File: config.mk
export PLATFORM = sky130hd
export DESIGN_NAME = cpu
export DESIGN_NICKNAME = d
export VERILOG_FILES = /design/src/cpuPkg.sv /design/src/isaPkg.sv /design/src/alu.sv /design/src/cpu.sv /design/src/cpuControl.sv /design/src/pcUnit.sv /design/src/regFile.sv
export SDC_FILE = /design/constraint.sdc
export NUM_CORES = 1
export LEC_CHECK = 0
export BUFFER_PORTS_ARGS = -buffer_cell sky130_fd_sc_hd__buf_4
export CELL_PAD_IN_SITES_DETAIL_PLACEMENT = 1
export CELL_PAD_IN_SITES_GLOBAL_PLACEMENT = 1
export CORE_MARGIN = 8
export CORE_UTILIZATION = 40
export CTS_CLUSTER_SIZE = 24
export DETAILED_ROUTE_END_ITERATION = 8
export GPL_TIMING_DRIVEN = 0
export MAX_ROUTING_LAYER = met4
export PLACE_DENSITY_LB_ADDON = 0.15
export SLEW_MARGIN = 30
export SYNTH_ARGS = -nofsm -noshare
export SYNTH_HDL_FRONTEND = slang
export SYNTH_SLANG_ARGS = --single-unit
File: constraint.sdc
create_clock -name clk -period 11.1 [get_ports clk]
set_input_delay 2.22 -clock clk [delete_from_list [all_inputs] [get_ports clk]]
set_output_delay 2.22 -clock clk [all_outputs]
set_load 0.005 [all_outputs]
File: src/cpuPkg.sv
package cpuPkg;

    typedef logic [15:0] wordT;  // data word or byte address
    typedef logic [3:0]  regIdxT; // register number
    typedef logic [2:0]  flagsT;  // {Z, V, N}

    localparam int numRegs = 16;

    // positions inside flagsT
    localparam int flagZ = 2;
    localparam int flagV = 1;
    localparam int flagN = 0;

    // core run state, HALTED is left only by reset
    typedef enum logic {
        RUN,
        HALTED
    } runStateT;

endpackage

File: src/isaPkg.sv
package isaPkg;

    typedef logic [3:0] opcodeT; // instr[15:12]
    typedef logic [2:0] condT;   // instr[11:9] on B / BR

    // alu group, opcode msb clear
    localparam opcodeT opAdd = 4'h0;
    localparam opcodeT opSub = 4'h1;
    localparam opcodeT opXor = 4'h2;
    localparam opcodeT opAnd = 4'h3;
    localparam opcodeT opSll = 4'h4;
    localparam opcodeT opSrl = 4'h5;
    localparam opcodeT opSra = 4'h6;
    localparam opcodeT opOr  = 4'h7;
    // memory, byte load, flow control
    localparam opcodeT opLw  = 4'h8;
    localparam opcodeT opSw  = 4'h9;
    localparam opcodeT opLlb = 4'ha;
    localparam opcodeT opLhb = 4'hb;
    localparam opcodeT opB   = 4'hc;
    localparam opcodeT opBr  = 4'hd;
    localparam opcodeT opPcs = 4'he;
    localparam opcodeT opHlt = 4'hf;

    localparam condT condNe     = 3'd0; // Z clear
    localparam condT condEq     = 3'd1; // Z set
    localparam condT condGt     = 3'd2; // Z and N clear
    localparam condT condLt     = 3'd3; // N set
    localparam condT condGe     = 3'd4; // Z set or N clear
    localparam condT condLe     = 3'd5; // Z or N set
    localparam condT condOv     = 3'd6; // V set
    localparam condT condAlways = 3'd7;

    // bit positions inside the instruction word
    localparam int opcodeMsb = 15;
    localparam int opcodeLsb = 12;
    localparam int fieldAMsb = 11;
    localparam int fieldALsb = 8;
    localparam int fieldBMsb = 7;
    localparam int fieldBLsb = 4;
    localparam int fieldCMsb = 3;
    localparam int fieldCLsb = 0;
    localparam int condMsb   = 11;
    localparam int condLsb   = 9;
    localparam int imm8Msb   = 7;  // imm8 starts at bit 0
    localparam int imm9Msb   = 8;  // imm9 likewise

endpackage

File: src/alu.sv
module alu import isaPkg::*, cpuPkg::*; (
    input  logic   clk,
    input  logic   rstN,
    input  opcodeT opcode,
    input  wordT   opA,
    input  wordT   opB,
    input  logic   flagWrEn,
    output wordT   result,
    output flagsT  flags
);

    wordT       sum;
    wordT       diff;
    logic [3:0] shAmt;
    logic       addOvf;
    logic       subOvf;
    flagsT      flagReg;

    assign sum   = opA + opB;
    assign diff  = opA - opB;
    assign shAmt = opB[3:0];

    // signed overflow, operand signs vs result sign
    assign addOvf = (opA[15] == opB[15]) && (sum[15] != opA[15]);
    assign subOvf = (opA[15] != opB[15]) && (diff[15] != opA[15]);

    always_comb begin
        case (opcode)
            opAdd: result = sum;
            opSub: result = diff;
            opXor: result = opA ^ opB;
            opAnd: result = opA & opB;
            opSll: result = opA << shAmt;
            opSrl: result = opA >> shAmt;
            opSra: result = wordT'($signed(opA) >>> shAmt);
            opOr:  result = opA | opB;
            opLw, opSw: result = sum;                  // base + offset
            opLlb: result = {opA[15:8], opB[7:0]};     // low byte replaced
            opLhb: result = {opB[7:0], opA[7:0]};      // high byte replaced
            default: result = '0;                      // B, BR, PCS, HLT
        endcase
    end

    always_ff @(posedge clk or negedge rstN) begin
        if (!rstN) begin
            flagReg <= '0;
        end else if (flagWrEn) begin
            flagReg[flagZ] <= (result == '0);
            // V and N only track add / sub
            if (opcode == opAdd) begin
                flagReg[flagV] <= addOvf;
                flagReg[flagN] <= sum[15];
            end else if (opcode == opSub) begin
                flagReg[flagV] <= subOvf;
                flagReg[flagN] <= diff[15];
            end
        end
    end

    assign flags = flagReg;

    flagsHold: assert property (@(posedge clk) disable iff (!rstN)
        !flagWrEn |=> $stable(flags))
        else $error("flags changed with flagWrEn low");

endmodule

File: src/cpu.sv
module cpu import isaPkg::*, cpuPkg::*; (
    input  logic clk,
    input  logic rstN,
    output wordT pc,          // byte address, even
    input  wordT instr,
    output wordT dataAddr,
    output wordT dataWrData,
    input  wordT dataRdData,
    output logic dataRdEn,
    output logic dataWrEn,
    output logic hlt
);

    opcodeT     opcode;
    regIdxT     fieldA, fieldB, fieldC;
    logic [7:0] imm8;
    regIdxT     rdAddrA, rdAddrB;
    wordT       rdDataA, rdDataB;
    wordT       immExt;
    wordT       aluOpB;
    wordT       aluResult;
    wordT       wrData;
    wordT       pcPlus2;
    flagsT      flags;
    logic       isMem;
    logic       regWrEn, memToReg, pcToReg, aluSrcImm, byteLoad;
    logic       flagWrEn, branchImm, branchReg, haltNow;

    // instruction fields
    assign opcode = instr[opcodeMsb:opcodeLsb];
    assign fieldA = instr[fieldAMsb:fieldALsb];
    assign fieldB = instr[fieldBMsb:fieldBLsb];
    assign fieldC = instr[fieldCMsb:fieldCLsb];
    assign imm8   = instr[imm8Msb:0];
    assign isMem  = (opcode == opLw) || (opcode == opSw);

    assign rdAddrA = byteLoad ? fieldA : fieldB;          // byte loads merge into rd
    assign rdAddrB = (opcode == opSw) ? fieldA : fieldC;  // store data on port B

    // LW/SW offset signed and doubled, LLB/LHB imm8, shifts fieldC
    always_comb begin
        if (isMem)         immExt = {{11{fieldC[3]}}, fieldC, 1'b0};
        else if (byteLoad) immExt = {8'h00, imm8};
        else               immExt = {12'h000, fieldC};
    end

    assign aluOpB = aluSrcImm ? immExt : rdDataB;

    // write-back mux
    assign wrData = pcToReg  ? pcPlus2 :
                    memToReg ? dataRdData : aluResult;

    assign dataAddr   = aluResult;
    assign dataWrData = rdDataB;

    cpuControl uCtrl (
        .clk(clk), .rstN(rstN), .instr(instr),
        .regWrEn(regWrEn), .memToReg(memToReg), .pcToReg(pcToReg),
        .aluSrcImm(aluSrcImm), .byteLoad(byteLoad),
        .dataRdEn(dataRdEn), .dataWrEn(dataWrEn), .flagWrEn(flagWrEn),
        .branchImm(branchImm), .branchReg(branchReg),
        .haltNow(haltNow), .hlt(hlt)
    );

    pcUnit uPc (
        .clk(clk), .rstN(rstN), .instr(instr), .flags(flags),
        .regTarget(rdDataA), // fieldB register for BR
        .branchImm(branchImm), .branchReg(branchReg),
        .haltNow(haltNow), .hlt(hlt),
        .pc(pc), .pcPlus2(pcPlus2)
    );

    regFile uRegs (
        .clk(clk), .rstN(rstN),
        .rdAddrA(rdAddrA), .rdAddrB(rdAddrB), .wrAddr(fieldA),
        .wrEn(regWrEn), .wrData(wrData),
        .rdDataA(rdDataA), .rdDataB(rdDataB)
    );

    alu uAlu (
        .clk(clk), .rstN(rstN), .opcode(opcode),
        .opA(rdDataA), .opB(aluOpB), .flagWrEn(flagWrEn),
        .result(aluResult), .flags(flags)
    );

endmodule

File: src/cpuControl.sv
module cpuControl import isaPkg::*, cpuPkg::*; (
    input  logic clk,
    input  logic rstN,
    input  wordT instr,
    output logic regWrEn,   // write-back to fieldA
    output logic memToReg,  // write-back from data memory
    output logic pcToReg,   // write-back of pc + 2
    output logic aluSrcImm, // second alu operand is the immediate
    output logic byteLoad,  // LLB / LHB
    output logic dataRdEn,
    output logic dataWrEn,
    output logic flagWrEn,
    output logic branchImm, // B
    output logic branchReg, // BR
    output logic haltNow,   // HLT on instr this cycle
    output logic hlt        // registered halt state
);

    opcodeT   opcode;
    runStateT state;
    logic     isAluOp;
    logic     running;

    assign opcode  = instr[opcodeMsb:opcodeLsb];
    assign isAluOp = !opcode[3]; // opcodes 0..7
    assign running = (state == RUN);

    // decode, writes masked once halted
    assign regWrEn   = running && (isAluOp || opcode == opLw || opcode == opLlb
                                   || opcode == opLhb || opcode == opPcs);
    assign flagWrEn  = running && isAluOp;
    assign dataRdEn  = running && (opcode == opLw);
    assign dataWrEn  = running && (opcode == opSw);
    assign memToReg  = (opcode == opLw);
    assign pcToReg   = (opcode == opPcs);
    assign byteLoad  = (opcode == opLlb) || (opcode == opLhb);
    // shifts take fieldC as amount, mem ops take the offset, byte loads imm8
    assign aluSrcImm = (opcode == opSll) || (opcode == opSrl) || (opcode == opSra)
                       || (opcode == opLw) || (opcode == opSw) || byteLoad;
    assign branchImm = (opcode == opB);
    assign branchReg = (opcode == opBr);
    assign haltNow   = (opcode == opHlt);

    always_ff @(posedge clk or negedge rstN) begin
        if (!rstN) begin
            state <= RUN;
        end else if (running && haltNow) begin
            state <= HALTED; // sticky until reset
        end
    end

    assign hlt = (state == HALTED); // one cycle behind HLT on instr

    // a memory access is either a read or a write
    memExclusive: assert property (@(posedge clk) disable iff (!rstN)
        !(dataRdEn && dataWrEn))
        else $error("dataRdEn and dataWrEn both high");

    // only reset brings the core back out of halt
    haltSticky: assert property (@(posedge clk) disable iff (!rstN)
        hlt |=> hlt)
        else $error("hlt fell without reset");

endmodule

File: src/pcUnit.sv
module pcUnit import isaPkg::*, cpuPkg::*; (
    input  logic  clk,
    input  logic  rstN,
    input  wordT  instr,
    input  flagsT flags,
    input  wordT  regTarget, // fieldB register, for BR
    input  logic  branchImm,
    input  logic  branchReg,
    input  logic  haltNow,
    input  logic  hlt,
    output wordT  pc,
    output wordT  pcPlus2
);

    condT       cond;
    logic [8:0] imm9;
    wordT       immTarget;
    wordT       pcNext;
    logic       condMet;
    logic       zf, vf, nf;

    assign cond = instr[condMsb:condLsb];
    assign imm9 = instr[imm9Msb:0];
    assign zf   = flags[flagZ];
    assign vf   = flags[flagV];
    assign nf   = flags[flagN];

    always_comb begin
        case (cond)
            condNe:  condMet = !zf;
            condEq:  condMet = zf;
            condGt:  condMet = !zf && !nf;
            condLt:  condMet = nf;
            condGe:  condMet = zf || !nf;
            condLe:  condMet = zf || nf;
            condOv:  condMet = vf;
            default: condMet = 1'b1; // condAlways
        endcase
    end

    assign pcPlus2   = pc + 16'd2;
    assign immTarget = pcPlus2 + {{6{imm9[8]}}, imm9, 1'b0}; // word offset, doubled

    always_comb begin
        if (haltNow || hlt)
            pcNext = pc; // freeze on HLT
        else if (branchImm && condMet)
            pcNext = immTarget;
        else if (branchReg && condMet)
            pcNext = {regTarget[15:1], 1'b0}; // keep pc on a word boundary
        else
            pcNext = pcPlus2;
    end

    always_ff @(posedge clk or negedge rstN) begin
        if (!rstN) pc <= '0;
        else       pc <= pcNext;
    end

    pcEven: assert property (@(posedge clk) disable iff (!rstN) !pc[0])
        else $error("odd pc %h", pc);

    pcHeld: assert property (@(posedge clk) disable iff (!rstN) hlt |=> $stable(pc))
        else $error("pc moved while halted");

endmodule

File: src/regFile.sv
module regFile import cpuPkg::*; (
    input  logic   clk,
    input  logic   rstN,
    input  regIdxT rdAddrA,
    input  regIdxT rdAddrB,
    input  regIdxT wrAddr,
    input  logic   wrEn,
    input  wordT   wrData,
    output wordT   rdDataA,
    output wordT   rdDataB
);

    wordT regs [numRegs];

    always_ff @(posedge clk or negedge rstN) begin
        if (!rstN) begin
            for (int i = 0; i < numRegs; i++) begin
                regs[i] <= '0;
            end
        end else if (wrEn && wrAddr != '0) begin
            regs[wrAddr] <= wrData; // r0 never written so it reads zero
        end
    end

    // plain async reads with no bypass since the write lands at the retiring edge
    assign rdDataA = regs[rdAddrA];
    assign rdDataB = regs[rdAddrB];

endmodule

==> results.ini, run 1 <==
[cts]
cts.reportedPaths.clkPinSlew_ns = 0.06
cts_tree = built
cts_hold_buf = 0
insertion_delay_ns = 0.58
cts_buffers = 35
ctsHtreeMaxLevel = 2
max-clock-path-buffers = 3
clock_sinks = 275
clk_root_buffer_cell = clkbuf_16

[power]
power.sequential.fraction = 0.309
power.density_nw_per_um2 = 225
power.share.switching = 0.441
cell_internal_pwr_w = 0.00293
clock_network_power_share = 0.231
power.switching_w = 0.00231
worst_ir_drop_vdd_v = 0.000132
cell_leakage_power_nw = 10.3
combPwrFrac = 0.460

[yosys]
ys_ff_latch = 275
async_flop_share = 1.00
postSynthCellCount = 2454
synth_edf_count = 0
mappedNetlistNets = 2555
synth.cell_area_sq_um = 20300
ys_seq_area_frac = 0.339
synth.lib_cells_used.distinct = 92
yosysWarnings = 0
postSynthAreaPerCell_sq_um = 8.28
synth_flop_cell = dfrtp_1

[placement]
place_hpwl_mm = 78.3
detailedPlace.worstSlack_ns = -0.930
post-place-cells = 3212
place_congestion = 1.03
io_buf_count = 81

[sta]
fin_worst_skew_ns = 0.0310
final.setup.worst_slack_ns = 0.0753
finalCritPeriodShare = 0.993
slew_violations = 0
fin_crit_ns = 11.02
finalSetupViolCount = 0
hold_viol_final = 0
setup_tns_ns = 0
maxSlewHeadroom = 0.227
achievable-frequency_ghz = 0.0907
hold_ws_ns = 0.489
slew_of_the_pin_with_the_lowest_slew_margin_ns = 1.16

[global_route]
grt_antenna_before_repair = 1
grt_max_degree = 78
grt_pass1_wl_mm = 152
first_global_vias = 22100
grt.total_usage = 0.365
gr-total-overflow = 0

[floorplan]
die_height_microns = 241
placeableCoreArea_sq_um = 50200
die_area_sq_um = 58300
floorplan.initialDensity = 0.405
fp-row-count = 82
dieWidth_microns = 241
pin_count = 85

[worst_setup_path]
cp.arrival_ns = 8.80
worstPathBufferInverterCount = 7
cell_breakdown_of_the_critical_path = buf_4 -> nand4bb_2 -> buf_6 -> mux2_2 -> buf_2 -> clkbuf_2 -> buf_2 -> mux4_2 -> nand2_1 -> a31oi_1 -> a21oi_1 -> ha_1 -> clkbuf_1 -> nand2_1 -> a21oi_1 -> o31ai_1 -> nand3b_1 -> a221oi_2 -> o31ai_1 -> xnor2_1 -> a211o_1 -> a211o_1 -> buf_4
endpoint_kind = output port
crit_path_start_kind = input port
critPathSlowestCell = o31ai_1
crit_family = compound AO/OA/AOI/OAI gates
critical_path.reg2reg.startpoint = uRegs.regs[192]$_DFFE_PN0P_
worst-path-max-fanout = 13
slowest_delay_ns = 0.63
reg2reg_depth = 27
crit-reg2reg-capture = uRegs.regs[122]$_DFFE_PN0P_
required_ns = 8.88
criticalPathCategory = in -> out
rrSetupSlack_ns = 4.04

[layout]
final_net_count = 2679
stdcell_count = 3275
multi_input_comb_area_sq_um = 12400
seq_area_sq_um = 6880
antenna_cells = 0
filler_cell_count = 6003
layout-drive-gt1-share = 0.144
area.growth.synth_to_final_pct = 14.8

[min_path]
hp-class = reg -> reg
min_to = uRegs.regs[248]$_DFFE_PN0P_
hold-path-cell-count = 1
holdCritStartpoint = uRegs.regs[248]$_DFFE_PN0P_

[job]
max_cap_viol_count = 0

[route]
via_per_inst = 6.56
post-route-drc-count = 0
routed-via-count = 21500
initialDrtViolationCount = 2384
route.antenna.remaining_nets = 0
drt_wl_total_mm = 105
detail_route.first_pass.iterations = 6
routed_wire_length_per_instance_microns = 31.9

[run_status]
run_status = completed

kinds of logic (layout without fill, tap and decap cells):
family          after synthesis  after routing  synth area share
simple gates                913            913             0.191
compound gates              645            645             0.202
buf+inv                     279            428            0.0587
flops                       275            275             0.339
mux                         233            233             0.149
fa+ha+maj                    68             68            0.0428
xor+xnor                     40             40            0.0172
other cells                   1              1          0.000184
power by group through the flow:
stage                     clock network [W]  logic, W  registers (W)
after floorplan                           0   0.00149        0.00152
after global placement                    0   0.00223        0.00160
after detailed placement                  0   0.00232        0.00162
after CTS                           0.00122   0.00234        0.00161
after global routing                0.00126   0.00259        0.00166
final                               0.00121   0.00241        0.00162
layer usage:
layer	wire length (microns)	track usage	up-vias	share of wire
li1	-	-	8995	-
met2	47700	0.569	1225	0.46
met3	9210	0.0837	389	0.088
met4	7270	0.212	0	0.069
met5	0	-	-	0
met1	40400	0.431	10900	0.39
worst max path at each step:
stage | slack, ns | cells past startpoint | from | endpoint
after global placement | -1.40 | 21 | instr[8] | dataAddr[10]
after detailed placement | -0.93 | 22 | instr[14] | dataAddr[10]
after CTS | 0.01 | 21 | instr[14] | dataAddr[15]
final | 0.08 | 23 | instr[14] | dataAddr[15]
after floorplan | 1.48 | 22 | instr[15] | dataAddr[15]
after global routing | -0.006 | 24 | instr[14] | dataAddr[13]
sequential cells by signal (all words and copies together) (netlist names):
signal      flops
uPc.pc         15
uRegs.regs    256
uCtrl.hlt       1
uAlu.flags      3
cells in the mapped netlist, drive strengths merged (29+ instances only):
cell    count  area [sq um]
ha         64           801
nor2      192           721
clkbuf    123           462
mux2i     153          1560
inv        75           284
mux4       51          1150
o21ai     170           855
mux2       29           330
a21oi     207          1060
a211oi     32           240
nand3     103           521
buf        80           443
dfrtp     275          6880
nand2     502          1880
placed cells by master, fill, tap and decap left out, types with 31 or more instances in the layout:
cell	count
dfrtp_1	275
ha_1	64
clkbuf_1	115
a211oi_1	31
mux4_2	51
buf_4	97
clkbuf_16	35
nor2_1	191
mux2i_1	145
o21ai_0	161
nand2_1	502
a21oi_1	195
inv_1	73
nand3_1	102
buf_2	52
layout make-up:
type                       instances  share of cell area
buffer                           199              0.0405
multi-input combinational       1900               0.532
timing repair buffer              91              0.0326
sequential                       275               0.295
clock inverter                    11             0.00719
inverter                          76              0.0123
clock buffer                      51              0.0440
tap                              672              0.0360
timing repair:
action                                  4_1_cts  5_1_grt
setup buffers                                 0        4
resized for setup                            20       25
pin swaps                                     0        1
endpoints found under the setup margin       11        5
endpoints found under the hold margin         0        0
per-stage QoR:
stage	instance area, sq um	power, W	util
6_report	23300	0.00525	0.465
5_1_grt	23300	0.00550	0.465
4_1_cts	23200	0.00516	0.463
3_5_place_dp	22000	0.00394	0.438
3_3_place_gp	21800	0.00383	0.434
2_1_floorplan	20300	0.00301	-
worst reg2reg max path, stage by stage, from the launching register on:
cell       delay (ns)
dfrtp_1          0.45
nand2_1          0.08
mux2i_1          0.20
a211oi_1         0.07
a311oi_1         0.39
o211ai_1         0.21
and3_1           0.29
buf_6            0.17
inv_4            0.15
buf_6            0.20
buf_6            0.20
ha_1             0.20
inv_1            0.07
fa_1             0.47
a21o_1           0.22
a21o_1           0.20
a21oi_1          0.26
o2111ai_1        0.27
a221o_1          0.43
a221oi_2         0.36
o41ai_1          0.13
a211oi_1         0.26
o211ai_1         0.23
buf_4            0.22
mux2_2           0.27
a21oi_2          0.37
buf_2            0.39
a21oi_1          0.13
Note: power is estimated with default switching activity, not from simulation.
==> inputs of run 2 (changes only) <==
--- a/config.mk
+++ b/config.mk
@@ -15,6 +15,7 @@
 export GPL_TIMING_DRIVEN = 0
 export MAX_ROUTING_LAYER = met4
 export PLACE_DENSITY_LB_ADDON = 0.15
+export REMOVE_ABC_BUFFERS = 1
 export SLEW_MARGIN = 30
 export SYNTH_ARGS = -nofsm -noshare
 export SYNTH_HDL_FRONTEND = slang
==> run 2 against run 1 <==
Compared with the run above: hold slack worse by 0.087 ns; combinational power shrank 4%; cell count decreased by 4.4%; core utilization up 0.63 points; critical endpoint is now dataAddr[10]; highest routed layer unchanged.
==> results.ini, run 2 (same netlist as run 1, synthesis figures left out) <==
[cts]
insertion_delay_ns = 0.57
cts_tree = built
cts.reportedPaths.clkPinSlew_ns = 0.05
cts_buffers = 36
clk_root_buffer_cell = clkbuf_16
cts_hold_buf = 0
clock_sinks = 275
max-clock-path-buffers = 3
ctsHtreeMaxLevel = 2

[sta]
rsz_0062_raised_after_global_routing = no
hold_viol_final = 0
finalSetupViolCount = 0
hold_ws_ns = 0.402
maxSlewHeadroom = 0.298
fin_crit_ns = 10.90
slew_of_the_pin_with_the_lowest_slew_margin_ns = 1.05
slew_violations = 0
setup_tns_ns = 0
finalCritPeriodShare = 0.982
final.setup.worst_slack_ns = 0.204
fin_worst_skew_ns = 0.0218
achievable-frequency_ghz = 0.0918

[global_route]
grt_pass1_wl_mm = 132
first_global_vias = 20300
grt_antenna_before_repair = 0
grt_max_degree = 70
gr-total-overflow = 0
grt.total_usage = 0.308

[power]
cell_internal_pwr_w = 0.00302
power.sequential.fraction = 0.306
power.switching_w = 0.00221
finalPower_w = 0.00523
cell_leakage_power_nw = 10.3
combPwrFrac = 0.444
power.density_nw_per_um2 = 221
power.share.switching = 0.422
worst_ir_drop_vdd_v = 0.000111
clock_network_power_share = 0.250

[placement]
detailedPlace.worstSlack_ns = -0.405
io_buf_count = 83
place_hpwl_mm = 60.9
place_congestion = 0.945
post_dp_cell_area_sq_um = 22100

[worst_setup_path]
crit_path_start_kind = input port
required_ns = 8.88
criticalPathCategory = in -> out
worst-path-max-fanout = 53
endpoint_kind = output port
cp.arrival_ns = 8.68
reg2reg_depth = 22

[route]
routed-via-count = 19900
route.antenna.remaining_nets = 0
drt_wl_total_mm = 88.6
routed_wire_length_per_instance_microns = 28.3
post-route-drc-count = 0
initialDrtViolationCount = 1887
via_per_inst = 6.36
detail_route.first_pass.iterations = 6

[floorplan]
fp-row-count = 82
pin_count = 85
die_height_microns = 241
dieWidth_microns = 241
placeableCoreArea_sq_um = 50200
floorplan.initialDensity = 0.405
die_area_sq_um = 58300

[layout]
largest-register = uRegs.regs
area.growth.synth_to_final_pct = 16.3
design_area_sq_um = 23700
layout-drive-gt1-share = 0.154
final_net_count = 2533
antenna_cells = 0
mostFrequentLayoutCells = nand2_1 (493), dfrtp_1 (275), a21oi_1 (191), nor2_1 (188), o21ai_0 (161)
filler_cell_count = 5789
flip_flop_count_of_the_largest_register_all_copies_and_words_added = 256
mostFrequentLayoutCell = nand2_1

[min_path]
hp-class = reg -> reg
hold-path-cell-count = 0

[job]
max_cap_viol_count = 0

[run_status]
run_status = completed

==> run 2: worst max-delay path, cell delays in order <==
cell,delay (ns)
buf_4,0.29
nand3b_1,0.42
buf_8,0.30
mux2_8,0.54
buf_16,0.29
o211ai_1,0.17
a32oi_1,0.32
o221ai_2,0.29
inv_1,0.20
ha_1,0.19
inv_1,0.07
fa_1,0.47
a21o_1,0.22
a21o_1,0.20
a21oi_1,0.28
o2111ai_1,0.28
a221o_1,0.41
a221oi_1,0.52
o41ai_1,0.18
a211oi_1,0.26
o211ai_1,0.25
buf_4,0.22
==> run 2: per-stage QoR <==
step	std cells	utilization
5_1_grt	3132	0.471
6_report	3132	0.471
2_1_floorplan	2251	-
4_1_cts	3123	0.469
3_5_place_dp	3052	0.440
3_3_place_gp	3006	0.416
==> run 2: final timing paths <==
kind / from / to / slack, ns
min reg2reg: uRegs.regs[244]$_DFFE_PN0P_ / uRegs.regs[244]$_DFFE_PN0P_ / 0.40
max in group asynchronous: rstN / uAlu.flags[1]$_DFFE_PN0P_ / 8.21
max: instr[15] / dataAddr[10] / 0.20
min in group asynchronous: rstN / uRegs.regs[116]$_DFFE_PN0P_ / 1.57
max reg2reg: uRegs.regs[48]$_DFFE_PN0P_ / uRegs.regs[10]$_DFFE_PN0P_ / 4.09
min: uRegs.regs[244]$_DFFE_PN0P_ / uRegs.regs[244]$_DFFE_PN0P_ / 0.40
==> run 2: final cells by class <==
class,instances,area (sq um),area share
clock buffer,49,1050,0.0444
clock inverter,17,274,0.0116
inverter,76,295,0.0125
multi-input combinational,1902,12700,0.536
sequential,275,6880,0.291
tap,672,841,0.0356
timing repair buffer,140,1640,0.0692
timing repair inverter,1,5.00,0.000212
==> run 2: what timing repair did <==
action | in CTS | in global routing
cloned | 3 | 0
pin swaps | 0 | 2
gates resized for setup | 12 | 3
setup endpoints to repair | 6 | 5
setup buffers | 2 | 9
==> run 2: power groups by stage <==
stage | Combinational [W] | Clock, W | Sequential [W]
after floorplan | 0.00144 | 0 | 0.00152
after global placement | 0.00213 | 0 | 0.00158
after detailed placement | 0.00226 | 0 | 0.00160
after CTS | 0.00228 | 0.00133 | 0.00159
after global routing | 0.00252 | 0.00137 | 0.00164
final | 0.00232 | 0.00131 | 0.00160
==> run 2: metal layers <==
layer / share of wire / vias to the layer above / global-route usage
li1: - / 8721 / -
met1: 0.42 / 10100 / 0.388
met2: 0.46 / 848 / 0.488
met3: 0.072 / 261 / 0.0490
met4: 0.051 / 0 / 0.138
met5: 0 / - / -
==> inputs of run 3 (changes only) <==
--- a/config.mk
+++ b/config.mk
@@ -19,4 +19,5 @@
 export SLEW_MARGIN = 30
 export SYNTH_ARGS = -nofsm -noshare
 export SYNTH_HDL_FRONTEND = slang
+export SYNTH_HIERARCHICAL = 1
 export SYNTH_SLANG_ARGS = --single-unit
==> run 3 against run 2 <==
Compared with the run above: sequential cell count unchanged; largest power group unchanged; hold slack worse by 0.0094 ns; non-clock buffer count down 22; cell area down 2.0%; highest routed layer unchanged; clock-buffer cell count up 2; sequential power about the same; synthesized cell count down 25%; wire length down 16%; sequential share of layout area up 0.59 points.
==> results.ini, run 3 <==
[yosys]
synth.lib_cells_used.distinct = 82
ys_ff_latch = 275
synth_edf_count = 0
synth.top_cells.by_count = dfrtp_1 (275), mux2_2 (244), mux4_2 (157)
ys_seq_area_frac = 0.338
synth.cell_area_sq_um = 20300
yosys.area.top_type = dfrtp_1
yosysWarnings = 6
postSynthAreaPerCell_sq_um = 11.1
async_flop_share = 1.00
synth_area_leaders = dfrtp_1 (34%), mux4_2 (17%), mux2_2 (14%)
post-synth-top-count-cell = dfrtp_1
synth.top_cell.area_share = 0.338
postSynthCellCount = 1839
synth_flop_cell = dfrtp_1

[sta]
fin_worst_skew_ns = 0.0242
finalCritPeriodShare = 0.971
maxSlewHeadroom = 0.365
fin_crit_ns = 10.77
rsz_0062_raised_after_global_routing = no
hold_viol_final = 0
setup_tns_ns = 0
achievable-frequency_ghz = 0.0928
slew_of_the_pin_with_the_lowest_slew_margin_ns = 0.944
slew_violations = 0
finalSetupViolCount = 0
final.setup.worst_slack_ns = 0.327

[worst_setup_path]
slowest_delay_ns = 0.54
crit_family = compound AO/OA/AOI/OAI gates
worst-path-max-fanout = 40
criticalPathCategory = in -> out
crit-reg2reg-capture = uRegs/regs[77]$_DFFE_PN0P_
required_ns = 8.88
cell_breakdown_of_the_critical_path = buf_6 -> nor3b_2 -> and2_2 -> mux2_1 -> nor2b_4 -> buf_4 -> a22oi_1 -> nand2_1 -> nor2_1 -> a31oi_4 -> buf_16 -> clkinvlp_4 -> ha_1 -> o21ai_0 -> o21bai_1 -> o31a_1 -> a41o_1 -> o41ai_2 -> o21ai_0 -> mux2i_1 -> o21ai_1 -> buf_4
cp.arrival_ns = 8.55
critical_path.reg2reg.startpoint = uRegs/regs[194]$_DFFE_PN0P_
reg2reg_depth = 21
crit_path_start_kind = input port
rrSetupSlack_ns = 5.15
worstPathBufferInverterCount = 5
endpoint_kind = output port
critPathSlowestCell = ha_1

[job]
max_cap_viol_count = 0

[placement]
detailedPlace.worstSlack_ns = -0.523
place_hpwl_mm = 50.2
io_buf_count = 83
place_congestion = 0.923

[cts]
insertion_delay_ns = 0.55
clk_root_buffer_cell = clkbuf_16
cts_buffers = 34
cts_tree = built
ctsHtreeMaxLevel = 2
clock_sinks = 275
max-clock-path-buffers = 3
cts.reportedPaths.clkPinSlew_ns = 0.06

[global_route]
grt_pass1_wl_mm = 113
grt.met3_usage = 0.0354
global_route_hottest_layer = met2
grt.met2_usage = 0.432
first_global_vias = 17300
grt.total_usage = 0.257
grt_antenna_before_repair = 1
grt_max_degree = 76
grt.met1_usage = 0.311
gr-total-overflow = 0

[floorplan]
pin_count = 85
dieWidth_microns = 242
fp-row-count = 82
placeableCoreArea_sq_um = 50200
die_area_sq_um = 58300
floorplan.initialDensity = 0.406
die_height_microns = 242

[power]
power.density_nw_per_um2 = 230
cell_leakage_power_nw = 9.89
worst_ir_drop_vdd_v = 0.000135

[layout]
layout.core_utilization = 0.462
mostFrequentLayoutCell = dfrtp_1
layout-drive-gt1-share = 0.347
largest-register = uRegs/regs
mostFrequentLayoutCells = dfrtp_1 (275), mux2_2 (244), mux4_2 (157), nand2_1 (133), nor2_1 (94)
area.growth.synth_to_final_pct = 13.9
final_net_count = 1932
flip_flop_count_of_the_largest_register_all_copies_and_words_added = 256

[route]
route.antenna.remaining_nets = 0
via_per_inst = 6.38
initialDrtViolationCount = 1314
drt_wl_total_mm = 74.3
post-route-drc-count = 0
routed-via-count = 16100
detail_route.first_pass.iterations = 7
routed_wire_length_per_instance_microns = 29.4

[min_path]
min_to = uRegs/regs[241]$_DFFE_PN0P_
hp-class = reg -> reg
hold-path-cell-count = 0
holdCritStartpoint = uRegs/regs[241]$_DFFE_PN0P_

[run_status]
run_status = completed

==> run 3: layer usage <==
metal,up-vias,wire [microns]
met2,547,37600
met3,166,3750
met5,-,0
met1,8469,30100
met4,0,2900
li1,6932,-
==> run 3: worst max-delay path by stage <==
stage	to	slack, ns	cells past startpoint	start
finish	dataAddr[15]	0.33	22	instr[15]
global route	dataAddr[15]	0.006	22	instr[15]
CTS	dataAddr[15]	0.04	22	instr[15]
detailed placement	dataAddr[15]	-0.52	22	instr[15]
global placement	dataAddr[15]	-7.08	20	instr[15]
floorplan	dataAddr[15]	-2.46	18	instr[13]
==> run 3: what timing repair did <==
item / 4_1_cts / 5_1_grt
gates cloned: 1 / 1
hold buffers: 0 / 0
resized for setup: 5 / 2
setup buffers: 2 / 4
setup endpoints to repair: 4 / 4
==> run 3: power by group <==
part,switching (W),internal [W]
clock network,0.000449,0.000712
registers,0.000266,0.00133
logic,0.00144,0.00114
==> run 3: cells by family (layout without fill, tap and decap cells) <==
kind of cell,Yosys count,after routing,share of synthesized area
mux,454,455,0.335
simple gates,387,387,0.0889
compound gates,383,383,0.128
flops,275,275,0.338
buf+inv,235,248,0.0506
fa+ha+maj,69,69,0.0435
xor+xnor,35,35,0.0154
other cells,1,3,0.000184
==> run 3: worst reg2reg max path, delay by kind of cell, from the launching register on <==
| family | cells | cell delay (ns) |
|---|---|---|
| compound gates | 8 | 2.45 |
| fa+ha+maj | 1 | 0.36 |
| simple gates | 5 | 0.97 |
| flops | 1 | 0.39 |
| buf+inv | 4 | 0.75 |
| mux | 3 | 0.96 |
==> run 3: final cells by class <==
| class | instances | area (sq um) |
|---|---|---|
| antenna | 1 | 2.50 |
| clock buffer | 51 | 1030 |
| clock inverter | 10 | 151 |
| fill | 5263 | 27000 |
| inverter | 68 | 263 |
| multi-input combinational | 1331 | 12800 |
| sequential | 275 | 6880 |
| tap | 672 | 841 |
| timing repair buffer | 118 | 1210 |
| timing repair inverter | 1 | 5.00 |
==> run 3: per-stage QoR <==
stage / cells / hold WS [ns] / total power, W / area (sq um)
5_1_grt: 2527 / 0.410 / 0.00564 / 23200
4_1_cts: 2521 / 0.396 / 0.00533 / 23100
3_3_place_gp: 2428 / 0.376 / 0.00398 / 21000
2_1_floorplan: 1673 / 0.365 / 0.00318 / 19600
6_report: 2527 / 0.393 / 0.00534 / 23200
3_5_place_dp: 2457 / 0.384 / 0.00413 / 21900
